### src/rtl/video_pkg.sv
// ##########################################################
// shared types, register numbers and default 640x480 timing
// visible pixels sit at the end of each line, after blanking
// ##########################################################
`default_nettype none

package video_pkg;

    typedef logic [15:0]    word_t;                 // register and vram data
    typedef logic [15:0]    addr_t;                 // vram word address
    typedef logic [7:0]     color_t;                // palette index
    typedef logic [9:0]     hres_t;                 // horizontal count
    typedef logic [9:0]     vres_t;                 // vertical count

    // one display word, seen either as bytes or as nibbles
    typedef union packed {
        logic [1:0][7:0]    px8;                    // [1] is shown first
        logic [3:0][3:0]    px4;                    // [3] is shown first
    } disp_word_u;

    localparam logic [4:0] XR_VID_CTRL      = 5'h00;    // border colour in [15:8]
    localparam logic [4:0] XR_SCANLINE      = 5'h02;    // read only
    localparam logic [4:0] XR_VID_HSIZE     = 5'h04;    // read only
    localparam logic [4:0] XR_VID_VSIZE     = 5'h05;    // read only
    localparam logic [4:0] XR_PA_GFX_CTRL   = 5'h10;    // colourbase, blank, bpp8
    localparam logic [4:0] XR_PA_DISP_ADDR  = 5'h12;
    localparam logic [4:0] XR_PA_LINE_LEN   = 5'h13;

    localparam int DEF_H_VISIBLE    = 640;
    localparam int DEF_H_TOTAL      = 800;
    localparam int DEF_H_SYNC_START = 16;           // after front porch
    localparam int DEF_H_SYNC_END   = 112;
    localparam int DEF_V_VISIBLE    = 480;
    localparam int DEF_V_TOTAL      = 525;
    localparam int DEF_V_SYNC_START = 490;
    localparam int DEF_V_SYNC_END   = 492;

    // cycles from start of line fetch to first visible pixel
    localparam int FETCH_LEAD       = 8;

endpackage

`default_nettype wire

### src/rtl/video_timing.sv
// ##########################################################
// counters for line and frame, all flags decoded from them
// needs H_TOTAL >= H_VISIBLE + FETCH_LEAD + 2
// ##########################################################
`default_nettype none

module video_timing #(
    parameter int H_VISIBLE,
    parameter int H_TOTAL,
    parameter int H_SYNC_START,
    parameter int H_SYNC_END,
    parameter int V_VISIBLE,
    parameter int V_TOTAL,
    parameter int V_SYNC_START,
    parameter int V_SYNC_END
) (
    input  wire logic           clk,
    input  wire logic           reset_i,
    output video_pkg::hres_t    h_count_o,
    output video_pkg::vres_t    v_count_o,
    output logic                v_visible_o,
    output logic                visible_o,
    output logic                end_of_line_o,
    output logic                end_of_frame_o,
    output logic                fetch_start_o,
    output logic                hsync_o,
    output logic                vsync_o
);
    import video_pkg::*;

    localparam int H_VIS_START  = H_TOTAL - H_VISIBLE;     // first visible column
    localparam int H_FETCH      = H_VIS_START - FETCH_LEAD;

    always_ff @(posedge clk) begin
        if (reset_i) begin
            h_count_o   <= '0;
            v_count_o   <= '0;
        end else if (end_of_line_o) begin
            h_count_o   <= '0;
            if (end_of_frame_o) begin
                v_count_o   <= '0;
            end else begin
                v_count_o   <= v_count_o + 1'b1;
            end
        end else begin
            h_count_o   <= h_count_o + 1'b1;
        end
    end

    assign end_of_line_o    = (h_count_o == hres_t'(H_TOTAL - 1));
    assign end_of_frame_o   = end_of_line_o && (v_count_o == vres_t'(V_TOTAL - 1));
    assign v_visible_o      = (v_count_o < vres_t'(V_VISIBLE));
    assign visible_o        = v_visible_o && (h_count_o >= hres_t'(H_VIS_START));
    assign fetch_start_o    = v_visible_o && (h_count_o == hres_t'(H_FETCH));
    assign hsync_o          = (h_count_o >= hres_t'(H_SYNC_START)) &&
                              (h_count_o < hres_t'(H_SYNC_END));
    assign vsync_o          = (v_count_o >= vres_t'(V_SYNC_START)) &&
                              (v_count_o < vres_t'(V_SYNC_END));

    // frame end closes a line, and that last line lies in vertical blanking
    a_frame_end: assert property (@(posedge clk) disable iff (reset_i)
        end_of_frame_o |-> end_of_line_o && !v_visible_o)
        else $error("frame end on a visible line or without line end");

endmodule

`default_nettype wire

### src/rtl/video_regs.sv
// ##########################################################
// host configuration registers, readback one cycle late
// unlisted register numbers read as zero
// ##########################################################
`default_nettype none

module video_regs #(
    parameter int H_VISIBLE,
    parameter int V_VISIBLE
) (
    input  wire logic               clk,
    input  wire logic               reset_i,
    input  wire logic               reg_wr_en_i,
    input  wire logic [4:0]         reg_num_i,
    input  wire video_pkg::word_t   reg_data_i,
    output video_pkg::word_t        reg_data_o,
    input  wire video_pkg::vres_t   v_count_i,
    input  wire logic               v_visible_i,
    output video_pkg::color_t       border_color_o,
    output video_pkg::color_t       colorbase_o,
    output logic                    blank_o,
    output logic                    bpp8_o,
    output video_pkg::addr_t        disp_addr_o,
    output video_pkg::word_t        line_len_o
);
    import video_pkg::*;

    word_t  rd_data;                                // selected register, before the flop

    always_ff @(posedge clk) begin
        if (reset_i) begin
            border_color_o  <= 8'h08;               // dark grey shows the output is alive
            colorbase_o     <= 8'h00;
            blank_o         <= 1'b1;
            bpp8_o          <= 1'b0;
            disp_addr_o     <= '0;
            line_len_o      <= word_t'(H_VISIBLE / 4);
        end else if (reg_wr_en_i) begin
            case (reg_num_i)
                XR_VID_CTRL: begin
                    border_color_o  <= reg_data_i[15:8];
                end
                XR_PA_GFX_CTRL: begin
                    colorbase_o     <= reg_data_i[15:8];
                    blank_o         <= reg_data_i[7];
                    bpp8_o          <= reg_data_i[4];
                end
                XR_PA_DISP_ADDR: begin
                    disp_addr_o     <= reg_data_i;
                end
                XR_PA_LINE_LEN: begin
                    line_len_o      <= reg_data_i;
                end
                default: begin
                end
            endcase
        end
    end

    always_comb begin
        case (reg_num_i)
            XR_VID_CTRL:        rd_data = {border_color_o, 8'h00};
            XR_SCANLINE:        rd_data = {~v_visible_i, 5'b00000, v_count_i};
            XR_VID_HSIZE:       rd_data = word_t'(H_VISIBLE);
            XR_VID_VSIZE:       rd_data = word_t'(V_VISIBLE);
            XR_PA_GFX_CTRL:     rd_data = {colorbase_o, blank_o, 2'b00, bpp8_o, 4'h0};
            XR_PA_DISP_ADDR:    rd_data = disp_addr_o;
            XR_PA_LINE_LEN:     rd_data = line_len_o;
            default:            rd_data = '0;
        endcase
    end

    always_ff @(posedge clk) begin
        reg_data_o  <= rd_data;
    end

endmodule

`default_nettype wire

### src/rtl/pixel_fetch.sv
// ##########################################################
// reads one line of display words from vram per visible line
// vram data must return exactly one cycle after the select
// ##########################################################
`default_nettype none

module pixel_fetch #(
    parameter int H_VISIBLE
) (
    input  wire logic               clk,
    input  wire logic               reset_i,
    input  wire logic               fetch_start_i,
    input  wire logic               end_of_line_i,
    input  wire logic               end_of_frame_i,
    input  wire logic               v_visible_i,
    input  wire logic               bpp8_i,
    input  wire video_pkg::addr_t   disp_addr_i,
    input  wire video_pkg::word_t   line_len_i,
    output logic                    vram_sel_o,
    output video_pkg::addr_t        vram_addr_o,
    input  wire video_pkg::word_t   vram_data_i,
    output logic                    word_valid_o,
    output video_pkg::word_t        word_data_o,
    input  wire logic               word_ready_i
);
    import video_pkg::*;

    localparam int WORDS_W = $clog2(H_VISIBLE / 2 + 1);
    localparam logic [WORDS_W-1:0] WORDS_4BPP = WORDS_W'(H_VISIBLE / 4);
    localparam logic [WORDS_W-1:0] WORDS_8BPP = WORDS_W'(H_VISIBLE / 2);

    addr_t                  line_base;              // first word of current line
    word_t                  line_len;               // stride, taken once per frame
    logic [WORDS_W-1:0]     words_left;             // reads still to issue this line
    logic                   rd_pending;             // data arrives this cycle
    logic                   transfer;

    assign transfer     = word_valid_o && word_ready_i;
    // only one word in flight, and only if the buffer is sure to be free
    assign vram_sel_o   = (words_left != '0) && !rd_pending && (!word_valid_o || transfer);

    always_ff @(posedge clk) begin
        if (reset_i) begin
            line_base       <= '0;
            line_len        <= word_t'(H_VISIBLE / 4);
            words_left      <= '0;
            vram_addr_o     <= '0;
            rd_pending      <= 1'b0;
            word_valid_o    <= 1'b0;
        end else begin
            if (end_of_frame_i) begin
                line_base   <= disp_addr_i;
                line_len    <= line_len_i;
            end else if (end_of_line_i && v_visible_i) begin
                line_base   <= line_base + line_len;
            end
            if (fetch_start_i) begin
                words_left  <= bpp8_i ? WORDS_8BPP : WORDS_4BPP;
                vram_addr_o <= line_base;
            end else if (vram_sel_o) begin
                words_left  <= words_left - 1'b1;
                vram_addr_o <= vram_addr_o + 1'b1;
            end
            rd_pending      <= vram_sel_o;
            if (rd_pending) begin
                word_valid_o    <= 1'b1;
            end else if (transfer) begin
                word_valid_o    <= 1'b0;
            end
        end
    end

    always_ff @(posedge clk) begin
        if (rd_pending) begin
            word_data_o <= vram_data_i;             // holding buffer
        end
    end

    a_no_overrun: assert property (@(posedge clk) disable iff (reset_i)
        vram_sel_o |=> (!word_valid_o || word_ready_i))
        else $error("vram word returned into a full buffer");

endmodule

`default_nettype wire

### src/rtl/pixel_shifter.sv
// ##########################################################
// shifts display words out as colour indices, 4 or 8 bpp
// all video outputs are registered and aligned
// ##########################################################
`default_nettype none

module pixel_shifter (
    input  wire logic               clk,
    input  wire logic               reset_i,
    input  wire logic               visible_i,
    input  wire logic               hsync_i,
    input  wire logic               vsync_i,
    input  wire logic               blank_i,
    input  wire logic               bpp8_i,
    input  wire video_pkg::color_t  colorbase_i,
    input  wire video_pkg::color_t  border_color_i,
    input  wire logic               word_valid_i,
    input  wire video_pkg::word_t   word_data_i,
    output logic                    word_ready_o,
    output video_pkg::color_t       color_index_o,
    output logic                    hsync_o,
    output logic                    vsync_o,
    output logic                    dv_de_o
);
    import video_pkg::*;

    disp_word_u     cur_word;
    logic [2:0]     px_left;                        // pixels still in cur_word
    logic           shift_en;                       // showing playfield data
    logic           load;
    color_t         pixel;

    assign shift_en     = visible_i && !blank_i;
    assign word_ready_o = (px_left == 3'd0) || (shift_en && px_left == 3'd1);
    assign load         = word_valid_i && word_ready_o;
    assign pixel        = bpp8_i ? cur_word.px8[1] : {4'h0, cur_word.px4[3]};

    always_ff @(posedge clk) begin
        if (reset_i) begin
            px_left         <= '0;
            color_index_o   <= '0;
            hsync_o         <= 1'b0;
            vsync_o         <= 1'b0;
            dv_de_o         <= 1'b0;
        end else begin
            if (load) begin
                px_left     <= bpp8_i ? 3'd2 : 3'd4;
            end else if (shift_en && px_left != 3'd0) begin
                px_left     <= px_left - 1'b1;
            end
            hsync_o         <= hsync_i;
            vsync_o         <= vsync_i;
            dv_de_o         <= visible_i;
            if (!visible_i) begin
                color_index_o   <= '0;
            end else if (blank_i) begin
                color_index_o   <= border_color_i;
            end else begin
                color_index_o   <= pixel ^ colorbase_i;
            end
        end
    end

    always_ff @(posedge clk) begin
        if (load) begin
            cur_word    <= word_data_i;
        end else if (shift_en) begin
            if (bpp8_i) begin
                cur_word.px8    <= {cur_word.px8[0], 8'h00};
            end else begin
                cur_word.px4    <= {cur_word.px4[2:0], 4'h0};
            end
        end
    end

    // fetch must keep up with the display
    a_no_underrun: assert property (@(posedge clk) disable iff (reset_i)
        shift_en |-> (px_left != 3'd0))
        else $error("shifter empty on a visible pixel");

endmodule

`default_nettype wire

### src/rtl/video_gen.sv
// ##########################################################
// bitmap video generator, one playfield
// timing parameters are set here and passed to every stage
// ##########################################################
`default_nettype none

module video_gen #(
    parameter int H_VISIBLE     = video_pkg::DEF_H_VISIBLE,
    parameter int H_TOTAL       = video_pkg::DEF_H_TOTAL,
    parameter int H_SYNC_START  = video_pkg::DEF_H_SYNC_START,
    parameter int H_SYNC_END    = video_pkg::DEF_H_SYNC_END,
    parameter int V_VISIBLE     = video_pkg::DEF_V_VISIBLE,
    parameter int V_TOTAL       = video_pkg::DEF_V_TOTAL,
    parameter int V_SYNC_START  = video_pkg::DEF_V_SYNC_START,
    parameter int V_SYNC_END    = video_pkg::DEF_V_SYNC_END
) (
    input  wire logic               clk,
    input  wire logic               reset_i,
    input  wire logic               reg_wr_en_i,
    input  wire logic [4:0]         reg_num_i,
    input  wire video_pkg::word_t   reg_data_i,
    output video_pkg::word_t        reg_data_o,
    output logic                    vram_sel_o,
    output video_pkg::addr_t        vram_addr_o,
    input  wire video_pkg::word_t   vram_data_i,
    output video_pkg::color_t       color_index_o,
    output logic                    hsync_o,
    output logic                    vsync_o,
    output logic                    dv_de_o
);
    import video_pkg::*;

    vres_t  v_count;
    logic   v_visible, visible, end_of_line, end_of_frame, fetch_start;
    logic   hsync, vsync;
    color_t border_color, colorbase;
    logic   blank, bpp8;
    addr_t  disp_addr;
    word_t  line_len;
    logic   word_valid, word_ready;
    word_t  word_data;

    video_timing #(
        .H_VISIBLE(H_VISIBLE), .H_TOTAL(H_TOTAL),
        .H_SYNC_START(H_SYNC_START), .H_SYNC_END(H_SYNC_END),
        .V_VISIBLE(V_VISIBLE), .V_TOTAL(V_TOTAL),
        .V_SYNC_START(V_SYNC_START), .V_SYNC_END(V_SYNC_END)
    ) u_timing (
        .clk(clk), .reset_i(reset_i),
        .h_count_o(),                               // no horizontal position user here
        .v_count_o(v_count), .v_visible_o(v_visible), .visible_o(visible),
        .end_of_line_o(end_of_line), .end_of_frame_o(end_of_frame),
        .fetch_start_o(fetch_start), .hsync_o(hsync), .vsync_o(vsync)
    );

    video_regs #(.H_VISIBLE(H_VISIBLE), .V_VISIBLE(V_VISIBLE)) u_regs (
        .clk(clk), .reset_i(reset_i), .reg_wr_en_i(reg_wr_en_i),
        .reg_num_i(reg_num_i), .reg_data_i(reg_data_i), .reg_data_o(reg_data_o),
        .v_count_i(v_count), .v_visible_i(v_visible),
        .border_color_o(border_color), .colorbase_o(colorbase),
        .blank_o(blank), .bpp8_o(bpp8), .disp_addr_o(disp_addr), .line_len_o(line_len)
    );

    pixel_fetch #(.H_VISIBLE(H_VISIBLE)) u_fetch (
        .clk(clk), .reset_i(reset_i),
        .fetch_start_i(fetch_start & ~blank),       // blanked playfield reads no vram
        .end_of_line_i(end_of_line), .end_of_frame_i(end_of_frame),
        .v_visible_i(v_visible), .bpp8_i(bpp8),
        .disp_addr_i(disp_addr), .line_len_i(line_len),
        .vram_sel_o(vram_sel_o), .vram_addr_o(vram_addr_o), .vram_data_i(vram_data_i),
        .word_valid_o(word_valid), .word_data_o(word_data), .word_ready_i(word_ready)
    );

    pixel_shifter u_shifter (
        .clk(clk), .reset_i(reset_i),
        .visible_i(visible), .hsync_i(hsync), .vsync_i(vsync),
        .blank_i(blank), .bpp8_i(bpp8),
        .colorbase_i(colorbase), .border_color_i(border_color),
        .word_valid_i(word_valid), .word_data_i(word_data), .word_ready_o(word_ready),
        .color_index_o(color_index_o), .hsync_o(hsync_o), .vsync_o(vsync_o),
        .dv_de_o(dv_de_o)
    );

endmodule

`default_nettype wire

### config.mk
export PLATFORM = sky130hd
export DESIGN_NAME = video_gen
export DESIGN_NICKNAME = d
export VERILOG_FILES = /design/src/rtl/video_pkg.sv /design/src/rtl/video_timing.sv /design/src/rtl/video_regs.sv /design/src/rtl/pixel_fetch.sv /design/src/rtl/pixel_shifter.sv /design/src/rtl/video_gen.sv
export SDC_FILE = /design/constraint.sdc
export NUM_CORES = 1
export LEC_CHECK = 0
export BUFFER_PORTS_ARGS = -buffer_cell sky130_fd_sc_hd__buf_2
export CAP_MARGIN = 15
export CORE_AREA = 2 2 246 127
export CTS_CLUSTER_SIZE = 28
export DETAILED_ROUTE_END_ITERATION = 8
export DIE_AREA = 0 0 248 129
export PLACE_DENSITY_LB_ADDON = 0.2
export SETUP_SLACK_MARGIN = 0.02
export SLEW_MARGIN = 25
export SYNTH_ARGS = -nofsm -noshare
export SYNTH_HDL_FRONTEND = slang
export SYNTH_SLANG_ARGS = --single-unit
### constraint.sdc
create_clock -name clk -period 3.2 [get_ports clk]
set_clock_uncertainty 0.15 [all_clocks]
set_input_delay 0.48 -clock clk [delete_from_list [all_inputs] [get_ports clk]]
set_output_delay 0.48 -clock clk [all_outputs]
set_load 0.02 [all_outputs]
==> metrics.md, run 1 <==
| Metric | Value |
|---|---|
| R2r worst-path depth | 7 |
| Final instance area | 10200 um2 |
| Die Span Y | 129 um |
| Ports | 84 |
| Worst vdd ir | 420 uV |
| Rows | 45 |
| Worst slew margin | 0.378 |
| TNS Setup | 0 ns |
| Syn Nets | 1073 |
| Clock power share | 0.360 |
| DP Area | 9670 um2 |
| Worst r2r dst | u_fetch.line_base[13] |
| Max-slew violations | 0 |
| WL final | 27.3 mm |
| Static leakage | 0.00384 uW |
| Status | finished clean |
| Drt wl/cell | 18.4 um |
| Crit-path slowest cell | dfxtp_1 |
| Combinational Power Share | 0.161 |
| Crit path launch | u_timing.v_count_o[5] |
| Layout fillers | 3112 |
| Crit path largest cell delay | 0.60 ns |
| Cts hold-fix bufs | 0 |
| Psw | 1770 uW |
| Clock Tree Buf Depth | 2 |
| HP Class | in -> reg |
| CP max FO | 13 |
| F_max | 331 MHz |
| # resized after CTS | 0 |
| Drt initial violations | 721 |
| Clock tree from TritonCTS | done |
| Buffer and inverter count on the worst path | 2 |
| # DRC | 0 |
| Mapped cell area | 8840 um2 |
| Synth Instances | 1008 |
| Sw Ratio | 0.304 |
| R2R Setup Slk | 0.49 ns |
| Total grt overflow | 0 |
| Post-synthesis sequential area ratio | 0.469 |
| Arrival @ worst endpoint | 2.39 ns |
| CP Capture Type | output port |
| Asr flop ratio synth | 0 |
| DR pass1 iterations | 5 |
| MaxCap Viol Count | 0 |
| Gr usage total | 0.176 |
| Worst r2r src | u_timing.h_count_o[0] |
| Minimum clock period | 3.02 ns |
| GP Congestion | 0.832 |
| Share of cells above drive strength 1 | 0.139 |
| Part of the power in registers | 0.479 |
| Critical path required time | 2.57 ns |
| Die Outline Area | 32000 um2 |
| Unique cell type count in the Yosys netlist | 62 |
| RSZ-0062 raised after global routing | no |
| Placeable core region | 29800 um2 |
| Pwr dens | 571 nW/um2 |
| Port Buffers | 83 |
| # H-tree levels | 4 |
| TritonCTS Buffers | 17 |
| HP Start | vram_data_i[8] |
| Clock sink total | 191 |
| Clk slew on worst S/H paths | 0.08 ns |
| Largest net degree at the start of global routing | 47 |
| EDFF count, synth | 32 |
| Initial antenna violation count | 1 |
| Nets | 1137 |
| DP Wirelength | 20.4 mm |
| Clk Latency, worst-skew pair | 0.46 ns |
| Hold Vio Cnt, Final | 0 |
| Number of global-route vias before repair | 6723 |
| CTS root buf | clkbuf_16 |
| Hold Crit Depth | 1 |
| P_int | 4070 uW |
| CP top delay family | compound AO/OA/AOI/OAI gates |
| Crit-path cells | a41oi_4, o211a_4, o21a_4, nand2_1, clkinv_1, buf_2 |
| Antenna cell count | 0 |
| ANT nets after route | 0 |
| Die X | 248 um |
| Initial core utilization | 0.297 |
| First-pass GRT wire length | 41.7 mm |
| Critical path type | reg -> out |
| Setup bufs post-CTS | 0 |
| Setup violators final | 0 |
| CP Launch Type | flop |
| Worst slew pin tran | 0.930 ns |
| Ys Warns | 0 |
| Flops & latches, synth | 191 |
| Most frequent cells in the layout | 197 x nand2_1, 159 x dfxtp_1, 98 x a21oi_1, 93 x nor2_1, 82 x buf_2 |
| Synthesis-to-finish area growth | 15.8% |
| Hold EP | u_fetch.word_data_o[8] |
| Main synth FF type | dfxtp_1 |
| Final period util | 0.944 |
| Syn avg cell area | 8.77 um2 |
| Via count | 7409 |
| Commonest non-fill, non-tap cell in the layout | nand2_1 |
| DR vias/cell | 4.99 |
## layout make-up
cell class	instances	area, um2	share of cell area
Multi-Input combinational cell	738	4390	0.429
Sequential cell	191	4140	0.405
Timing Repair Buffer	100	546	0.0533
Tap cell	399	499	0.0487
Clock buffer	18	429	0.0419
Clock inverter	14	144	0.0140
Inverter	24	90.1	0.00880
## power groups by stage
stage                     Clock, uW  Sequential (uW)  Combinational, uW
after floorplan                   0             2860                645
after global placement            0             2850                932
after detailed placement          0             2860                938
after CTS                      2170             2800                944
after global routing           2270             2820               1050
final                          2100             2800                940
## Yosys cell counts, drive strengths merged, types with 16 or more instances
cell,count,area [um2]
nand2,197,739
dfxtp,159,3180
a21oi,98,490
nor2,93,349
clkbuf,39,146
o21ai,33,165
xor2,33,289
edfxtp,32,961
a22oi,29,218
nand3,26,130
ha,24,300
inv,23,86.3
xnor2,20,175
a211oi,19,143
mux2i,19,190
buf,16,78.8
## how the worst max path moves through the flow
| stage | slack [ns] | cells after the start | endpoint |
|---|---|---|---|
| after global routing | 0.03 | 6 | vram_sel_o |
| after global placement | 0.58 | 6 | u_regs.line_len_o[0] |
| after CTS | 0.16 | 6 | vram_sel_o |
| after detailed placement | 0.54 | 7 | u_fetch.line_base[13] |
| final | 0.18 | 6 | vram_sel_o |
| after floorplan | 0.90 | 9 | u_fetch.line_base[12] |
## per-stage QoR
step | std cells | hold slack [ns] | power, uW | setup WS, ns | util
2_1_floorplan | 1008 | 0.280 | 3510 | 0.897 | -
3_3_place_gp | 1452 | 0.297 | 3790 | 0.583 | 0.325
3_5_place_dp | 1452 | 0.308 | 3790 | 0.536 | 0.325
4_1_cts | 1484 | 0.0204 | 5910 | 0.160 | 0.344
5_1_grt | 1484 | 0.0153 | 6140 | 0.0349 | 0.344
6_report | 1484 | 0.0462 | 5850 | 0.179 | 0.344
## kinds of logic after synthesis
| logic type | count (synthesis) | synth area share |
|---|---|---|
| AOI/OAI and AO/OA | 227 | 0.162 |
| xor gates and xnor gates | 53 | 0.0525 |
| adders and majority gates | 25 | 0.0362 |
| buffers and inverters | 79 | 0.0357 |
| DFF | 191 | 0.469 |
| muxes | 25 | 0.0291 |
| and+or+nand+nor | 408 | 0.216 |
## sequential cells by signal (all words and copies together) (netlist names), 3 cells and up
name                     flops
u_regs.colorbase_o           8
u_fetch.line_len            16
u_fetch.word_data_o         16
u_fetch.words_left           9
u_regs.reg_data_o           16
u_regs.line_len_o           16
u_shifter.px_left            3
u_timing.h_count_o          10
u_timing.v_count_o          10
u_shifter.cur_word          16
u_fetch.line_base           16
u_regs.border_color_o        8
u_fetch.vram_addr_o         16
u_regs.disp_addr_o          16
u_shifter.color_index_o      8
## metal layers
layer / routed length, um / share of wire / vias to the layer above / global-route usage
met4: 152 / 0.0056 / 0 / 0.0292
li1: - / - / 3643 / -
met1: 14800 / 0.54 / 3528 / 0.285
met5: 0 / 0 / - / 0
met2: 10300 / 0.38 / 225 / 0.222
met3: 2090 / 0.076 / 13 / 0.0519
No activity file was read; power rests on OpenSTA's default activity.
==> run 2: changes to the inputs <==
--- a/config.mk
+++ b/config.mk
@@ -5,12 +5,12 @@
 export SDC_FILE = /design/constraint.sdc
 export NUM_CORES = 1
 export LEC_CHECK = 0
-export BUFFER_PORTS_ARGS = -buffer_cell sky130_fd_sc_hd__buf_2
 export CAP_MARGIN = 15
 export CORE_AREA = 2 2 246 127
 export CTS_CLUSTER_SIZE = 28
 export DETAILED_ROUTE_END_ITERATION = 8
 export DIE_AREA = 0 0 248 129
+export DONT_BUFFER_PORTS = 1
 export PLACE_DENSITY_LB_ADDON = 0.2
 export SETUP_SLACK_MARGIN = 0.02
 export SLEW_MARGIN = 25
==> run 2 against run 1 <==
  * Combinational power fell by 5.4%
  * Hold slack worse by 0.031 ns
  * Non-clock buffer count fell by 46
  * Cell count is 3.1% lower
  * Global-route usage rose by 0.35 points
  * Critical path depth fell by 1
  * Setup slack improved by 0.13 ns
  * Sequential power barely moved
  * Flip-flop and latch count unchanged
  * Total power rose by 2.2%
  * Via count decreased by 1.7%
  * Largest power group unchanged
  * Highest routed layer unchanged
==> metrics.md, run 2 (same netlist as run 1, synthesis figures left out) <==
| Metric | Value |
|---|---|
| Setup Slack @ Placement | 0.576 ns (was 0.536 ns) |
| Worst slew margin | 0.306 (was 0.378) |
| Rows | 45 (unchanged) |
| Commonest non-fill, non-tap cell in the layout | nand2_1 (unchanged) |
| Clk Latency, worst-skew pair | 0.47 ns (was 0.46 ns) |
| Gr usage total | 0.179 (was 0.176) |
| MaxCap Viol Count | 0 (unchanged) |
| Number of global-route vias before repair | 6705 (was 6723) |
| Clock tree from TritonCTS | done (unchanged) |
| Layout fillers | 3079 (was 3112) |
| R2R Setup Slk | 0.48 ns (was 0.49 ns) |
| Crit-path cells | a41oi_4, o211a_4, o21a_4, nand2_1, clkinv_1 (was a41oi_4, o211a_4, o21a_4, nand2_1, clkinv_1, buf_2) |
| # DRC | 0 (unchanged) |
| DR pass1 iterations | 5 (unchanged) |
| Nets | 1091 (was 1137) |
| TNS Setup | 0 ns (unchanged) |
| Cts hold-fix bufs | 36 (was 0) |
| Synthesis-to-finish area growth | 16.2% (was 15.8%) |
| Hold Crit Depth | 2 (was 1) |
| GP Congestion | 0.843 (was 0.832) |
| Clock Tree Buf Depth | 2 (unchanged) |
| Die X | 248 um (unchanged) |
| Critical path required time | 2.57 ns (about the same) |
| Sequential standard cell area | 4140 um2 (unchanged) |
| CP Capture Type | output port (unchanged) |
| Drt wl/cell | 19.3 um (was 18.4 um) |
| R2r worst-path depth | 9 (was 7) |
| Worst r2r dst | u_fetch.line_base[10] (was u_fetch.line_base[13]) |
| Largest net degree at the start of global routing | 99 (was 47) |
| HP Class | in -> reg (unchanged) |
| TritonCTS Buffers | 17 (unchanged) |
| ANT nets after route | 0 (unchanged) |
| F_max | 346 MHz (was 331 MHz) |
| WL final | 27.7 mm (was 27.3 mm) |
| Crit-path slowest cell | dfxtp_1 (unchanged) |
| Crit path largest cell delay | 0.58 ns (was 0.60 ns) |
| Critical path type | reg -> out (unchanged) |
| Placed cell count | 1368 (was 1452) |
| Worst vdd ir | 467 uV (was 420 uV) |
| Hold Vio Cnt, Final | 0 (unchanged) |
| Hold WS | 0.0155 ns (was 0.0462 ns) |
| Drt initial violations | 687 (was 721) |
| Multi-input combinational cell area | 4390 um2 (unchanged) |
| Antenna cell count | 0 (unchanged) |
| Minimum clock period | 2.89 ns (was 3.02 ns) |
| Post-route insts no fill | 1438 (was 1484) |
| Hold EP | u_regs.colorbase_o[7] (was u_fetch.word_data_o[8]) |
| Arrival @ worst endpoint | 2.26 ns (was 2.39 ns) |
| Ports | 84 (unchanged) |
| Setup bufs post-CTS | 0 (unchanged) |
| HP Start | reg_data_i[15] (was vram_data_i[8]) |
| Status | finished clean (unchanged) |
| RSZ-0062 raised after global routing | no (unchanged) |
| Worst r2r src | u_fetch.line_base[0] (was u_timing.h_count_o[0]) |
| CP max FO | 13 (unchanged) |
| Via count | 7280 (was 7409) |
| DR vias/cell | 5.06 (was 4.99) |
| Max-slew violations | 0 (unchanged) |
| Final core area utilization | 0.345 (was 0.344) |
| Port Buffers | 0 (was 83) |
| Setup violators final | 0 (unchanged) |
| Die Outline Area | 32000 um2 (unchanged) |
| First-pass GRT wire length | 42.5 mm (was 41.7 mm) |
| Share of cells above drive strength 1 | 0.0664 (was 0.139) |
| Pwr dens | 582 nW/um2 (was 571 nW/um2) |
| Clk slew on worst S/H paths | 0.08 ns (about the same) |
| Most frequent cells in the layout | 197 x nand2_1, 159 x dfxtp_1, 98 x a21oi_1, 93 x nor2_1, 37 x dlygate4sd3_1 (was 197 x nand2_1, 159 x dfxtp_1, 98 x a21oi_1, 93 x nor2_1, 82 x buf_2) |
| Final period util | 0.903 (was 0.944) |
| DP Wirelength | 19.8 mm (was 20.4 mm) |
| CTS root buf | clkbuf_16 (unchanged) |
| # H-tree levels | 4 (unchanged) |
| Die Span Y | 129 um (unchanged) |
| Clock sink total | 191 (unchanged) |
| Static leakage | 0.00363 uW (was 0.00384 uW) |
| Worst slew pin tran | 1.03 ns (was 0.930 ns) |
| Placeable core region | 29800 um2 (unchanged) |
| CP Launch Type | flop (unchanged) |
| # resized after CTS | 0 (unchanged) |
| Final Worst Setup Slack | 0.310 ns (was 0.179 ns) |
| Total grt overflow | 0 (unchanged) |
| Initial antenna violation count | 0 (was 1) |
| Initial core utilization | 0.297 (unchanged) |
## run 2: cell types whose count changed in the layout (fill, tap and decap cells not counted), moves of 2 or more
cell           change
inv_12             +2
inv_6              -3
clkinv_8           +2
buf_2             -82
buf_4              -2
dlygate4sd3_1     +37
## run 2: critical path: cells and delay by family, from the launching register on
kind | cells | cell delay (ns)
and+or+nand+nor | 1 | 0.13
DFF | 1 | 0.58
buffers and inverters | 1 | 0.29
AOI/OAI and AO/OA | 3 | 0.79
## run 2: routing by layer
metal  share of wire  global-route usage
met3           0.065              0.0436
met1            0.56               0.293
met5               0                   0
met2            0.37               0.225
met4          0.0097              0.0409
## run 2: layout make-up
class / count / share of cell area
Clock buffer: 18 / 0.0438
Tap cell: 399 / 0.0486
Inverter: 24 / 0.00877
Clock inverter: 14 / 0.0177
Timing Repair Buffer: 54 / 0.0504
Multi-Input combinational cell: 738 / 0.427
Sequential cell: 191 / 0.403
## run 2: power by group
part | leakage [uW] | switching, uW | internal, uW
sequential | 0.00158 | 145 | 2680
clock | 0.000302 | 1150 | 1120
combinational | 0.00175 | 535 | 354
total | 0.00363 | 1830 | 4150
## run 2: how the worst max path moves through the flow
stage                                      from                    end  slack (ns)
after CTS                 u_timing.h_count_o[8]             vram_sel_o        0.31
after global routing       u_shifter.px_left[0]             vram_sel_o        0.18
final                     u_timing.v_count_o[5]             vram_sel_o        0.31
after detailed placement   u_fetch.line_base[0]  u_fetch.line_base[10]        0.58
after global placement     u_fetch.line_base[0]  u_fetch.line_base[10]        0.65
after floorplan            u_fetch.line_base[0]  u_fetch.line_base[12]        0.90
## run 2: stage by stage
stage | instance area [um2] | total power (uW)
detailed placement | 9240 | 3700
global placement | 9240 | 3700
global route | 10300 | 6270
CTS | 10300 | 6030
floorplan | 8840 | 3510
finish | 10300 | 5970
==> run 3: changes to the inputs <==
--- a/config.mk
+++ b/config.mk
@@ -6,14 +6,16 @@
 export NUM_CORES = 1
 export LEC_CHECK = 0
 export CAP_MARGIN = 15
-export CORE_AREA = 2 2 246 127
+export CORE_AREA = 2 2 254 131
+export CTS_CLUSTER_DIAMETER = 120
 export CTS_CLUSTER_SIZE = 28
 export DETAILED_ROUTE_END_ITERATION = 8
-export DIE_AREA = 0 0 248 129
+export DIE_AREA = 0 0 256 133
 export DONT_BUFFER_PORTS = 1
 export PLACE_DENSITY_LB_ADDON = 0.2
 export SETUP_SLACK_MARGIN = 0.02
 export SLEW_MARGIN = 25
 export SYNTH_ARGS = -nofsm -noshare
 export SYNTH_HDL_FRONTEND = slang
+export SYNTH_HIERARCHICAL = 1
 export SYNTH_SLANG_ARGS = --single-unit
==> run 3 against run 2 <==
  * Global-route usage shrank 0.97 points
  * Highest routed layer is now met5
  * Total power rose by 1.6%
  * Flip-flop and latch count unchanged
  * Critical endpoint unchanged
==> metrics.md, run 3 <==
| Metric | Value |
|---|---|
| Status | finished clean (unchanged) |
| Synth area leader | dfxtp_1 (unchanged) |
| Clock Tree Buf Depth | 2 (unchanged) |
| GP Congestion | 0.801 (was 0.843) |
| Die X | 256 um (was 248 um) |
| Worst slew margin | 0.307 (was 0.306) |
| Synth Instances | 990 (was 1008) |
| Layout fillers | 3332 (was 3079) |
| Crit path largest cell delay | 0.36 ns (was 0.58 ns) |
| Share of cells above drive strength 1 | 0.107 (was 0.0664) |
| Sequential standard cell area | 4150 um2 (was 4140 um2) |
| Crit-path cells | or2_4, a211oi_2, nor3_1, buf_4, and4bb_4, or2_4, inv_2, a21o_1, nor2_4, buf_6 (was a41oi_4, o211a_4, o21a_4, nand2_1, clkinv_1) |
| Pwr dens | 561 nW/um2 (was 582 nW/um2) |
| Multi-input combinational cell area | 4850 um2 (was 4390 um2) |
| CTS root buf | clkbuf_16 (unchanged) |
| Critical path required time | 2.57 ns (about the same) |
| Die Span Y | 133 um (was 129 um) |
| Worst vdd ir | 335 uV (was 467 uV) |
| Most frequent cells in the layout | 157 x dfxtp_1, 81 x nand3_1, 77 x a21oi_1, 73 x nor2_1, 50 x o21ai_0 (was 197 x nand2_1, 159 x dfxtp_1, 98 x a21oi_1, 93 x nor2_1, 37 x dlygate4sd3_1) |
| MaxCap Viol Count | 0 (unchanged) |
| Syn Nets | 1055 (was 1073) |
| DR vias/cell | 5.08 (was 5.06) |
| DP Wirelength | 19.9 mm (was 19.8 mm) |
| CP max FO | 5 (was 13) |
| Crit-path slowest cell | dfxtp_4 (was dfxtp_1) |
| Critical path type | reg -> out (unchanged) |
| Max-slew violations | 0 (unchanged) |
| Static leakage | 0.00385 uW (was 0.00363 uW) |
| Drt wl/cell | 19.6 um (was 19.3 um) |
| Placed cell count | 1395 (was 1368) |
| Total power | 6070 uW (was 5970 uW) |
| RSZ-0062 raised after global routing | no (unchanged) |
| Buffer and inverter count on the worst path | 3 (was 1) |
| Total grt overflow | 0 (unchanged) |
| Mapped cell area | 9420 um2 (was 8840 um2) |
| Initial core utilization | 0.293 (was 0.297) |
| Setup violators final | 0 (unchanged) |
| # DRC | 0 (unchanged) |
| WL final | 28.7 mm (was 27.7 mm) |
| Nets | 1071 (was 1091) |
| Main synth FF type | dfxtp_1 (unchanged) |
| Synthesis-to-finish area growth | 14.9% (was 16.2%) |
| EDFF count, synth | 32 (unchanged) |
| TritonCTS Buffers | 17 (unchanged) |
| CP top delay family | simple AND/OR/NAND/NOR gates (was compound AO/OA/AOI/OAI gates) |
| TNS Setup | 0 ns (unchanged) |
| Largest net degree at the start of global routing | 100 (was 99) |
| Ys Warns | 6 (was 0) |
| Asr flop ratio synth | 0 (unchanged) |
| Flops & latches, synth | 191 (unchanged) |
| Unique cell type count in the Yosys netlist | 91 (was 62) |
| F_max | 326 MHz (was 346 MHz) |
| Via count | 7414 (was 7280) |
| Final Worst Setup Slack | 0.134 ns (was 0.310 ns) |
| Critical path's most frequent cell | or2_4 |
| DR pass1 iterations | 5 (unchanged) |
| Clk slew on worst S/H paths | 0.07 ns (was 0.08 ns) |
| CP Capture Type | output port (unchanged) |
| Post-route insts no fill | 1460 (was 1438) |
| Placeable core region | 32200 um2 (was 29800 um2) |
| Final period util | 0.958 (was 0.903) |
| Initial antenna violation count | 4 (was 0) |
| Worst slew pin tran | 1.04 ns (was 1.03 ns) |
| Ports | 84 (unchanged) |
| Post-synthesis sequential area ratio | 0.440 (was 0.469) |
| Clock tree from TritonCTS | done (unchanged) |
| # H-tree levels | 4 (unchanged) |
| Port Buffers | 0 (unchanged) |
| Most frequent cell after synthesis | dfxtp_1 (was nand2_1) |
| Antenna cell count | 0 (unchanged) |
| Drt initial violations | 708 (was 687) |
| Rows | 47 (was 45) |
| Top cells by area, synth | dfxtp_1 34%, edfxtp_1 10%, nand3_1 4.3% (was dfxtp_1 36%, edfxtp_1 11%, nand2_1 8.4%) |
| Post-synth top cells | 159 x dfxtp_1, 81 x nand3_1, 77 x a21oi_1, 75 x nor2_1, 50 x o21ai_0 (was 197 x nand2_1, 159 x dfxtp_1, 98 x a21oi_1, 93 x nor2_1, 39 x clkbuf_1) |
| Commonest non-fill, non-tap cell in the layout | dfxtp_1 (was nand2_1) |
| Syn avg cell area | 9.51 um2 (was 8.77 um2) |
| CP Launch Type | flop (unchanged) |
| Hold Vio Cnt, Final | 0 (unchanged) |
| First-pass GRT wire length | 43.7 mm (was 42.5 mm) |
| HP Class | in -> reg (unchanged) |
| Clock sink total | 191 (unchanged) |
| Number of global-route vias before repair | 7018 (was 6705) |
| Setup Slack @ Placement | 0.100 ns (was 0.576 ns) |
| Minimum clock period | 3.07 ns (was 2.89 ns) |
| Gr usage total | 0.170 (was 0.179) |
| ANT nets after route | 0 (unchanged) |
| Hold WS | 0.0237 ns (was 0.0155 ns) |
| Die Outline Area | 34000 um2 (was 32000 um2) |
| Top cell type's share of synthesized area | 0.338 (was 0.360) |
| Clk Latency, worst-skew pair | 0.45 ns (was 0.47 ns) |
| Arrival @ worst endpoint | 2.44 ns (was 2.26 ns) |
==> run 3: logic make-up after synthesis <==
logic type | count (synthesis) | share of synthesized area
and+or+nand+nor | 336 | 0.200
AOI/OAI and AO/OA | 223 | 0.151
buffers and inverters | 97 | 0.0496
muxes | 61 | 0.0723
DFF | 191 | 0.440
xor gates and xnor gates | 57 | 0.0530
adders and majority gates | 25 | 0.0340
==> run 3: area by class of cell <==
type,count,share of cell area
clock buffers,18,0.0396
clock inverters,14,0.0146
inverters,35,0.0126
multi-input cells,702,0.448
flip-flops and latches,191,0.383
well taps,441,0.0510
repair buffers,59,0.0512
==> run 3: per-layer routing <==
layer,part of all wire,up-vias,GRT usage,wire (um)
li1,-,3590,-,-
met1,0.55,3576,0.270,15700
met2,0.37,223,0.218,10700
met3,0.069,21,0.0448,1970
met4,0.0076,4,0.0419,217
met5,0.00080,-,0,23
==> run 3: final timing paths <==
| check | from | end | slack (ns) | cells after the start |
|---|---|---|---|---|
| setup / recovery | u_timing/h_count_o[6] | vram_sel_o | 0.13 | 10 |
| hold reg to reg | u_regs/bpp8_o | u_regs/bpp8_o | 0.33 | 2 |
| hold / removal | reg_data_i[3] | u_regs/disp_addr_o[3] | 0.02 | 2 |
| setup reg to reg | u_timing/h_count_o[0] | u_fetch/line_base[3] | 0.29 | 9 |
==> run 3: where the power goes <==
group / switching (uW) / internal [uW] / total (uW) / leakage [uW]
Clock: 1030 / 1170 / 2200 / 0.000284
Sequential: 187 / 2670 / 2860 / 0.00159
Combinational: 528 / 485 / 1010 / 0.00198
Total: 1740 / 4330 / 6070 / 0.00385
==> run 3: what timing repair did <==
| item | 4_1_cts | 5_1_grt |
|---|---|---|
| hold buffers | 31 | 0 |
| resized for setup | 3 | 7 |
| setup buffers | 2 | 0 |
| endpoints found under the setup margin | 1 | 8 |
| pin swaps | 1 | 0 |
| endpoints found under the hold margin | 115 | 0 |
==> run 3: worst register-to-register path: stages, from the launching register on <==
cell and delay (ns):
dfxtp_1 0.39, ha_1 0.30, nand4_2 0.26, or3_4 0.52, nor2_4 0.31, a21o_1 0.32
buf_4 0.27, o211ai_1 0.12, o21ai_0 0.10, nor2_1 0.06
==> run 3: per-stage QoR <==
stage                util  area, um2
floorplan               -       9420
global placement    0.307       9870
detailed placement  0.307       9870
CTS                 0.336      10800
global route        0.337      10800
finish              0.337      10800
